<file path="src/lsb_pkg.sv">
package lsb_pkg;

    // ~~~~~~~~~~~~~~~~~~~~~~~~~~~~~~~~~~~~~~~~~~~~~~~~~~
    // sequencer and buffer states
    // ~~~~~~~~~~~~~~~~~~~~~~~~~~~~~~~~~~~~~~~~~~~~~~~~~~
    typedef enum logic [2:0] {
        IDLE      = 3'd0,
        TRIG_CAM1 = 3'd1,
        WAIT_CAM1 = 3'd2,
        GAP       = 3'd3,
        TRIG_CAM2 = 3'd4,
        WAIT_CAM2 = 3'd5
    } seq_state_t;

    typedef enum logic [1:0] {
        B_IDLE  = 2'd0,
        B_REQ   = 2'd1,
        B_TAKE  = 2'd2,
        B_DRAIN = 2'd3
    } buf_state_t;

    // ~~~~~~~~~~~~~~~~~~~~~~~~~~~~~~~~~~~~~~~~~~~~~~~~~~
    // pack layout, lsb first
    // ~~~~~~~~~~~~~~~~~~~~~~~~~~~~~~~~~~~~~~~~~~~~~~~~~~
    localparam int PIX_BYTES  = 3;
    localparam int PIX_W      = PIX_BYTES * 8;
    localparam int FLAG_W     = 4;
    localparam int FLAG_VALID = 0;             // others reserved.
    localparam int FLAG_LSB   = PIX_W;
    localparam int COL_LSB    = PIX_W + FLAG_W; // row follows column.

endpackage : lsb_pkg

</file>
<file path="src/line_swap_buffer.sv">
`timescale 1ns/1ps

module line_swap_buffer import lsb_pkg::*; #(
    parameter  int h_act       = 1280,
    parameter  int v_act       = 720,
    parameter  int default_cam = 1,
    localparam int PACK_W      = PIX_W + FLAG_W + $clog2(h_act) + $clog2(v_act)
) (
    input  logic              rclk,
    input  logic              rstn,
    input  logic              trig_pend,
    output logic              trig_take,
    input  logic [PACK_W-1:0] cam1_pack,
    input  logic [PACK_W-1:0] cam2_pack,
    output logic [PACK_W-1:0] cam_pack,
    input  logic              buf_busy,
    output logic              buf_trig,
    output logic              cam_id,
    output logic [3:0]        cnt,
    output logic              busy
);

    localparam int GAP_W = $clog2(h_act + 1);

    seq_state_t       state;
    logic [GAP_W-1:0] gap_cnt;

    assign cam_pack  = (cam_id == 1'(default_cam)) ? cam1_pack : cam2_pack;
    assign busy      = (state != IDLE);
    assign trig_take = (state == IDLE) && trig_pend;

    // ~~~~~~~~~~~~~~~~~~~~~~~~~~~~~~~~~~~~~~~~~~~~~~~~~~
    // two-camera sequence
    // ~~~~~~~~~~~~~~~~~~~~~~~~~~~~~~~~~~~~~~~~~~~~~~~~~~
    always_ff @(posedge rclk or negedge rstn) begin
        if (!rstn) begin
            state    <= IDLE;
            cnt      <= '0;
            cam_id   <= 1'b0;
            buf_trig <= 1'b0;
            gap_cnt  <= '0;
        end else begin
            case (state)
                IDLE: begin
                    cam_id   <= 1'b0;
                    buf_trig <= 1'b0;
                    gap_cnt  <= '0;
                    if (trig_pend) begin
                        cnt   <= cnt + 1'b1;   // wraps after 15.
                        state <= TRIG_CAM1;
                    end
                end
                TRIG_CAM1, TRIG_CAM2: begin
                    if (buf_busy) begin
                        buf_trig <= 1'b0;
                        state    <= (state == TRIG_CAM1) ? WAIT_CAM1 : WAIT_CAM2;
                    end else begin
                        buf_trig <= 1'b1;
                    end
                end
                WAIT_CAM1: begin
                    if (!buf_busy) begin
                        gap_cnt <= '0;
                        state   <= GAP;
                    end
                end
                GAP: begin
                    if (gap_cnt != GAP_W'(h_act)) begin
                        gap_cnt <= gap_cnt + 1'b1;
                    end else begin
                        cam_id <= 1'b1;           // second camera.
                        state  <= TRIG_CAM2;
                    end
                end
                WAIT_CAM2: begin
                    if (!buf_busy) begin
                        state <= IDLE;
                    end
                end
                default: state <= IDLE;
            endcase
        end
    end

    a_state_legal: assert property (@(posedge rclk) disable iff (!rstn)
        state inside {IDLE, TRIG_CAM1, WAIT_CAM1, GAP, TRIG_CAM2, WAIT_CAM2})
        else $error("illegal sequencer state");

    a_trig_in_trig: assert property (@(posedge rclk) disable iff (!rstn)
        buf_trig |-> state inside {TRIG_CAM1, TRIG_CAM2})
        else $error("buf_trig outside a trigger state");

endmodule : line_swap_buffer

</file>
<file path="config.mk">
export PLATFORM = sky130hd
export DESIGN_NAME = line_swap_buffer
export DESIGN_NICKNAME = d
export VERILOG_FILES = /design/src/lsb_pkg.sv /design/src/line_swap_buffer.sv
export SDC_FILE = /design/constraint.sdc
export NUM_CORES = 1
export LEC_CHECK = 0
export BUFFER_PORTS_ARGS = -buffer_cell sky130_fd_sc_hd__buf_2
export CORE_ASPECT_RATIO = 1.4
export CORE_MARGIN = 2
export CORE_UTILIZATION = 39
export CTS_BUF_LIST = sky130_fd_sc_hd__clkbuf_4 sky130_fd_sc_hd__clkbuf_8
export DETAILED_ROUTE_END_ITERATION = 7
export PLACE_DENSITY = 0.92
export RECOVER_POWER = 25
export SLEW_MARGIN = 20
export SYNTH_ARGS = -nofsm -noshare
export SYNTH_HDL_FRONTEND = slang
export SYNTH_SLANG_ARGS = --single-unit
</file>
<file path="constraint.sdc">
create_clock -name rclk -period 1.8 [get_ports rclk]
set_input_delay 0.27 -clock rclk [delete_from_list [all_inputs] [get_ports rclk]]
set_output_delay 0.27 -clock rclk [all_outputs]
set_load 0.02 [all_outputs]
</file>
==> results of run 1 <==
power by group through the flow:
| stage | clock network [mW] | registers (mW) | logic [mW] |
|---|---|---|---|
| 2_1_floorplan | 0 | 0.733 | 1.52 |
| 3_3_place_gp | 0 | 0.735 | 2.17 |
| 3_5_place_dp | 0 | 0.747 | 2.21 |
| 4_1_cts | 0.346 | 0.746 | 2.23 |
| 5_1_grt | 0.362 | 0.745 | 2.46 |
| 6_report | 0.342 | 0.722 | 2.30 |
state kept, by name, summed over array words and instances, names as in the netlist:
name,flops
buf_trig,1
cam_id,1
cnt,4
gap_cnt,11
state,3
layer usage:
layer	global-route usage (%)	up-vias	share of wire (%)
li1	-	981	-
met1	36.3	936	38
met2	45.3	166	48
met3	3.89	12	13
met4	5.34	0	1.4
met5	0	-	0
cells in the final DEF (no fill, tap or decap), drive strengths merged, types with 3 or more instances in the layout:
master,instances
a21oi,6
and3,4
buf,164
clkbuf,9
a31oi,3
o21ai,10
mux2,50
nor2,8
nand4,3
dfrtp,20
inv,7
nand3,4
nand2,13
o31ai,6
ha,3
worst max-delay path by stage:
stage / start / to / slack, ns / cells after the start
after detailed placement: gap_cnt[9] / state[0] / 0.15 / 5
final: state[1] / trig_take / 0.05 / 3
after floorplan: cam_id / cam_pack[10] / 0.14 / 3
after CTS: state[2] / trig_take / 0.01 / 3
after global placement: gap_cnt[6] / gap_cnt[10] / 0.19 / 4
after global routing: state[0] / gap_cnt[5] / -0.02 / 6
kinds of logic after synthesis:
kind of cell	Yosys count	share of synthesized area, %
mux	50	32.2
simple gates	45	15.2
compound gates	36	14.3
buf+inv	22	6.08
flops	20	28.6
xor+xnor	3	1.50
fa+ha+maj	3	2.15
final cells by class:
class                   count  area (um2)  share of cell area [%]
clock buffers               4        55.1                    2.04
inverters                   7        26.3                   0.976
multi-input cells         137        1140                    42.5
flip-flops and latches     20         505                    18.8
well taps                  60        75.1                    2.79
repair buffers            170         887                    32.9
timing repair:
item                                   CTS  global route
endpoints found under the hold margin   20             0
gates resized for setup                  3             1
hold buffers                             1             0
pin swaps                                0             1
setup endpoints to repair                1             5
setup buffers                            0             6
per-stage QoR:
stage	cells	area (um2)
3_5_place_dp	387	2590
3_3_place_gp	387	2590
6_report	398	2690
4_1_cts	392	2660
2_1_floorplan	179	1750
5_1_grt	398	2690
worst reg2reg max path, cell delays in order, from the launching register on:
cell and delay, ns:
dfrtp_2 0.39, clkbuf_1 0.23, nand3b_1 0.18, a41oi_2 0.35, buf_4 0.22, nand3_1 0.06
o21ai_0 0.17
==> flow_summary.ini, run 1 <==
[detailed_routing]
wl_per_cell_um = 17.7
routed_via_density = 5.26
drc = 0
postRouteWirelength_um = 7060
dr.pass1.iters = 4
dr.first_iter.drc_count = 93
drtAntennaViolNets = 0
vias = 2095

[yosys]
synth_top_area_share_pct = 32.2
ys_seq_area_share_pct = 28.6
ys_top_cells_by_area = mux2_2 32%, dfrtp_1 29%, nand2_1 2.8%
synth_top_area_cell = mux2_2
synth_edf_count = 0
avgSynthCellArea_um2 = 9.77
ys_warn_count = 0
syn_nets = 284
synthCells = 179
synthMostInstantiatedCell = mux2_2
ys_types = 42
synthTopCellsByCount = 50 x mux2_2, 20 x dfrtp_1, 13 x nand2_1, 8 x clkbuf_1, 8 x o21ai_0
syn_area_um2 = 1750
synth_ff_type = dfrtp_1
synthArstFlopShare_pct = 100
ys_seq_elements = 20

[power_and_ir_drop]
power_switching_mw = 1.59
p_leak_nw = 1.38
power.share.combinational_pct = 68.4
p_clk_share_pct = 10.2
vdd_drop_max_mv = 0.618
power_mw = 3.37
p_seq_share_pct = 21.5
sw_frac_of_total_pct = 47.4
cell_internal_pwr_mw = 1.77
power_density_nw_per_um2 = 1250

[setup_path]
cp.required_ns = 1.53
rrSetupSlack_ns = 0.12
cpLargestDelayFamily = simple AND/OR/NAND/NOR gates
cp_cell_sequence = or3_4 -> nor2_4 -> buf_2
crit_type = reg2out
critical_path_buf_inv_count = 1
arrival_ns = 1.48
r2r_cells = 6
r2r-start = state[0]
r2r-end = gap_cnt[6]
end_kind = output port
crit_slowest_cell = dfrtp_2
critPathMaxFanout = 13
critPathMaxStageDelay_ns = 0.49
cp-start-kind = flip-flop

[die]
pin_count = 159
core_area_um2 = 4270
core.rowCount = 28
die_w_um = 60.6
start_util_pct = 40.9
die_area_um2 = 5040
die_h_um = 83.2

[clock_network]
cts_root_buffer = clkbuf_8
htreeDepth = 1
cts_sinks = 20
cts_tree = done
clkTransAtPathRegs_ns = 0.07
clock_latency_ns = 0.25
cts_max_path_buffers = 2
cts_buffers = 3

[finish]
n_fill_cell = 420
drive_above_1_share_pct = 68.0
finish.utilization_pct = 63.0
syn2layout_area_growth_pct = 53.9
final_nets = 444
diodes = 0

[min_path]
hold_end = state[2]
hold_class = in2reg
holdCritStartpoint = buf_busy
hold_depth = 3

[place]
gp_congestion = 0.951
dpl_worst_slack_ns = 0.147
place_hpwl_um = 5930
io_buffers = 158

[grt]
antenna_found_initial = 0
overflow = 0
grt_max_degree = 36
track_usage_pct = 27.1
grt_pass1_wl_um = 10200
first_global_vias = 1991

[sta]
timing.fmax_mhz = 573
fin_crit_ns = 1.75
hold_ws_ns = 0.386
setup_viol_count_final = 0
fin_ws_ns = 0.0547
worstMarginPinSlew_ns = 1.13
skew_ns = 0.00149
max_slew_margin_pct = 24.7
fin_crit_sh_pct = 97.0
finalHoldViolations = 0
tns_ns = 0
drv_slew = 0

[flow_run]
maxCapViolCount = 0

[run_status]
status = complete, no violations
No activity file was read; power rests on OpenSTA's default activity.
==> run 2: changes to the inputs <==
--- a/config.mk
+++ b/config.mk
@@ -7,2 +7,3 @@
 export LEC_CHECK = 0
+export ABC_AREA = 1
 export BUFFER_PORTS_ARGS = -buffer_cell sky130_fd_sc_hd__buf_2
@@ -10,6 +11,6 @@
 export CORE_MARGIN = 2
-export CORE_UTILIZATION = 39
+export CORE_UTILIZATION = 40
 export CTS_BUF_LIST = sky130_fd_sc_hd__clkbuf_4 sky130_fd_sc_hd__clkbuf_8
 export DETAILED_ROUTE_END_ITERATION = 7
-export PLACE_DENSITY = 0.92
+export PLACE_DENSITY = 0.91
 export RECOVER_POWER = 25
==> constraint.sdc (replaced) <==
create_clock -name rclk -period 1.8 [get_ports rclk]
set_input_delay 0.18 -clock rclk [delete_from_list [all_inputs] [get_ports rclk]]
set_output_delay 0.18 -clock rclk [all_outputs]
set_load 0.02 [all_outputs]
==> run 2 against run 1 <==
Effect of this change:
- first-iteration DRC count grew 51%
- non-clock buffer count shrank 7
- global-route usage shrank 3.3 points
- die area grew 3.8%
- worst setup slack gained 0.079 ns
==> flow_summary.ini, run 2 <==
[clock_network]
cts_sinks = 20
post_cts_buffers = 0
htreeDepth = 1
clock_latency_ns = 0.27
cts_tree = done
cts_root_buffer = clkbuf_8
cts_buffers = 3
cts_max_path_buffers = 2
clkTransAtPathRegs_ns = 0.07

[yosys]
synth_ff_type = dfrtp_1
synth_top_area_cell = nand2_1
ys_seq_elements = 20
synthSimpleGateAreaFrac_pct = 55.9
ys_warn_count = 0
ys_types = 31
synthCells = 321
ys_top_cells_by_area = nand2_1 38%, dfrtp_1 27%, nand3_1 4.0%
ys_seq_area_share_pct = 26.8
syn_nets = 426
synthAdderAreaFrac_pct = 2.01
synthMuxAreaShare_pct = 0
synthArstFlopShare_pct = 100
synth_top_area_share_pct = 38.4
synth_top_family_by_area = simple AND/OR/NAND/NOR gates
synth-xor-area-share_pct = 1.41
synth-compound-area-share_pct = 4.63
synth_edf_count = 0
avgSynthCellArea_um2 = 5.81
synthTopCellsByCount = 191 x nand2_1, 20 x dfrtp_1, 16 x inv_1, 15 x nand3_1, 10 x nand2_2
synthMostInstantiatedCell = nand2_1
syn_area_um2 = 1870

[sta]
skew_ns = 0.00816
fin_ws_ns = 0.134
rsz0062_at_grt = false
max_slew_margin_pct = 27.3
worstMarginPinSlew_ns = 1.09
drv_slew = 0
timing.fmax_mhz = 600
fin_crit_ns = 1.67
fin_crit_sh_pct = 92.6
tns_ns = 0
setup_viol_count_final = 0
finalHoldViolations = 0

[setup_path]
r2r_cells = 8
r2r-end = gap_cnt[2]
critPathMaxStageDelay_ns = 0.41
crit_type = reg2out
r2r-start = gap_cnt[1]
arrival_ns = 1.49
cp_cell_sequence = buf_4 -> nand2_1 -> nand2_1 -> buf_2
rrSetupSlack_ns = 0.26
end_kind = output port
cp-start-kind = flip-flop
crit_slowest_cell = buf_4
critPathMaxFanout = 50
cp_common_cell = nand2_1
cp.required_ns = 1.62

[power_and_ir_drop]
power_density_nw_per_um2 = 823
p_leak_nw = 1.70
vdd_drop_max_mv = 0.566

[die]
die_w_um = 61.7
die_h_um = 84.8
start_util_pct = 41.5
core.rowCount = 29
core_area_um2 = 4500
pin_count = 159
die_area_um2 = 5230

[detailed_routing]
dr.first_iter.drc_count = 140
drtAntennaViolNets = 0
vias = 2521
routed_via_density = 4.70
wl_per_cell_um = 12.3
dr.pass1.iters = 4
drc = 0
postRouteWirelength_um = 6610

[finish]
most-common-layout-cells = 191 x nand2_1, 153 x buf_2, 20 x dfrtp_1
stdcell_area_um2 = 2760
finish.utilization_pct = 61.4
largest_reg_flops = 11
layout_commonest_cell = nand2_1
diodes = 0
syn2layout_area_growth_pct = 48.2
layout.cells.non_filler = 536
final_nets = 580
regMostFlops = gap_cnt
drive_above_1_share_pct = 40.5
n_fill_cell = 466
top_regs = gap_cnt (11), cnt (4), state (3)

[place]
gp_congestion = 0.964
io_buffers = 158
placed_area_um2 = 2690
dpl_worst_slack_ns = 0.295
place_hpwl_um = 5420
dp_cells = 531

[min_path]
hold_end = buf_trig
hold_depth = 4
hold_class = in2reg
holdCritStartpoint = buf_busy

[grt]
grt_max_degree = 51
track_usage_pct = 23.7
overflow = 0
grt_pass1_wl_um = 9440
first_global_vias = 2189
antenna_found_initial = 0

[flow_run]
maxCapViolCount = 0

[run_status]
status = complete, no violations
==> run 2: cell count changes after synthesis, sizes merged, moves of 3 or more <==
cell / delta
a21oi: -6
a31oi: -3
and3: -4
inv: +15
mux2: -50
nand2: +190
nand3: +12
nor2: +6
o31ai: -6
==> run 2: worst max-delay path by stage <==
| stage | end | startpoint | cells after the start | slack [ns] |
|---|---|---|---|---|
| 2_1_floorplan | cam_pack[37] | cam_id | 5 | 0.39 |
| 3_3_place_gp | gap_cnt[8] | gap_cnt[0] | 8 | 0.36 |
| 3_5_place_dp | gap_cnt[2] | gap_cnt[0] | 8 | 0.29 |
| 4_1_cts | trig_take | state[1] | 6 | 0.07 |
| 5_1_grt | cam_pack[29] | cam_id | 4 | 0.03 |
| 6_report | cam_pack[29] | cam_id | 4 | 0.13 |
==> run 2: critical path, delay by kind of cell, from the launching register on <==
family / cells / cell delay [ns]
buffers and inverters: 2 / 0.57
DFF: 1 / 0.36
and+or+nand+nor: 2 / 0.28
==> run 2: area by class of cell <==
| cell class | count | area (um2) | share of cell area [%] |
|---|---|---|---|
| clock buffers | 3 | 41.3 | 1.49 |
| clock inverters | 1 | 30.0 | 1.09 |
| inverters | 22 | 82.6 | 2.99 |
| multi-input cells | 265 | 1190 | 43.2 |
| flip-flops and latches | 20 | 500 | 18.1 |
| well taps | 62 | 77.6 | 2.81 |
| repair buffers | 163 | 837 | 30.3 |
==> run 2: through the flow <==
| step | total power [mW] | hold WS [ns] |
|---|---|---|
| after global routing | 2.43 | 0.273 |
| after detailed placement | 1.83 | 0.156 |
| after global placement | 1.79 | 0.148 |
| after floorplan | 1.54 | -0.116 |
| final | 2.27 | 0.263 |
| after CTS | 2.28 | 0.262 |
==> run 2: repair_timing <==
item / CTS / global route
gates resized for setup: 0 / 1
hold endpoints to repair: 20 / 0
endpoints found under the setup margin: 0 / 1
hold buffers: 1 / 0
==> run 2: logic make-up (layout without fill, tap and decap cells) <==
group           Yosys count  in the layout
flops                    20             20
xor+xnor                  3              3
simple gates            245            245
buf+inv                  36            189
fa+ha+maj                 3              3
compound gates           14             14
==> run 2: routing by layer <==
metal	wire (um)	vias up	GRT usage [%]
met5	0	-	0
li1	-	1285	-
met4	57	0	5.22
met1	2530	1108	28.8
met2	3090	120	40.0
met3	931	8	7.55
==> run 2: power by group <==
group	switching (mW)	total, mW	leakage, nW	internal, mW
clock	0.161	0.459	0.0357	0.297
sequential	0.134	0.684	0.267	0.550
combinational	0.712	1.13	1.40	0.418
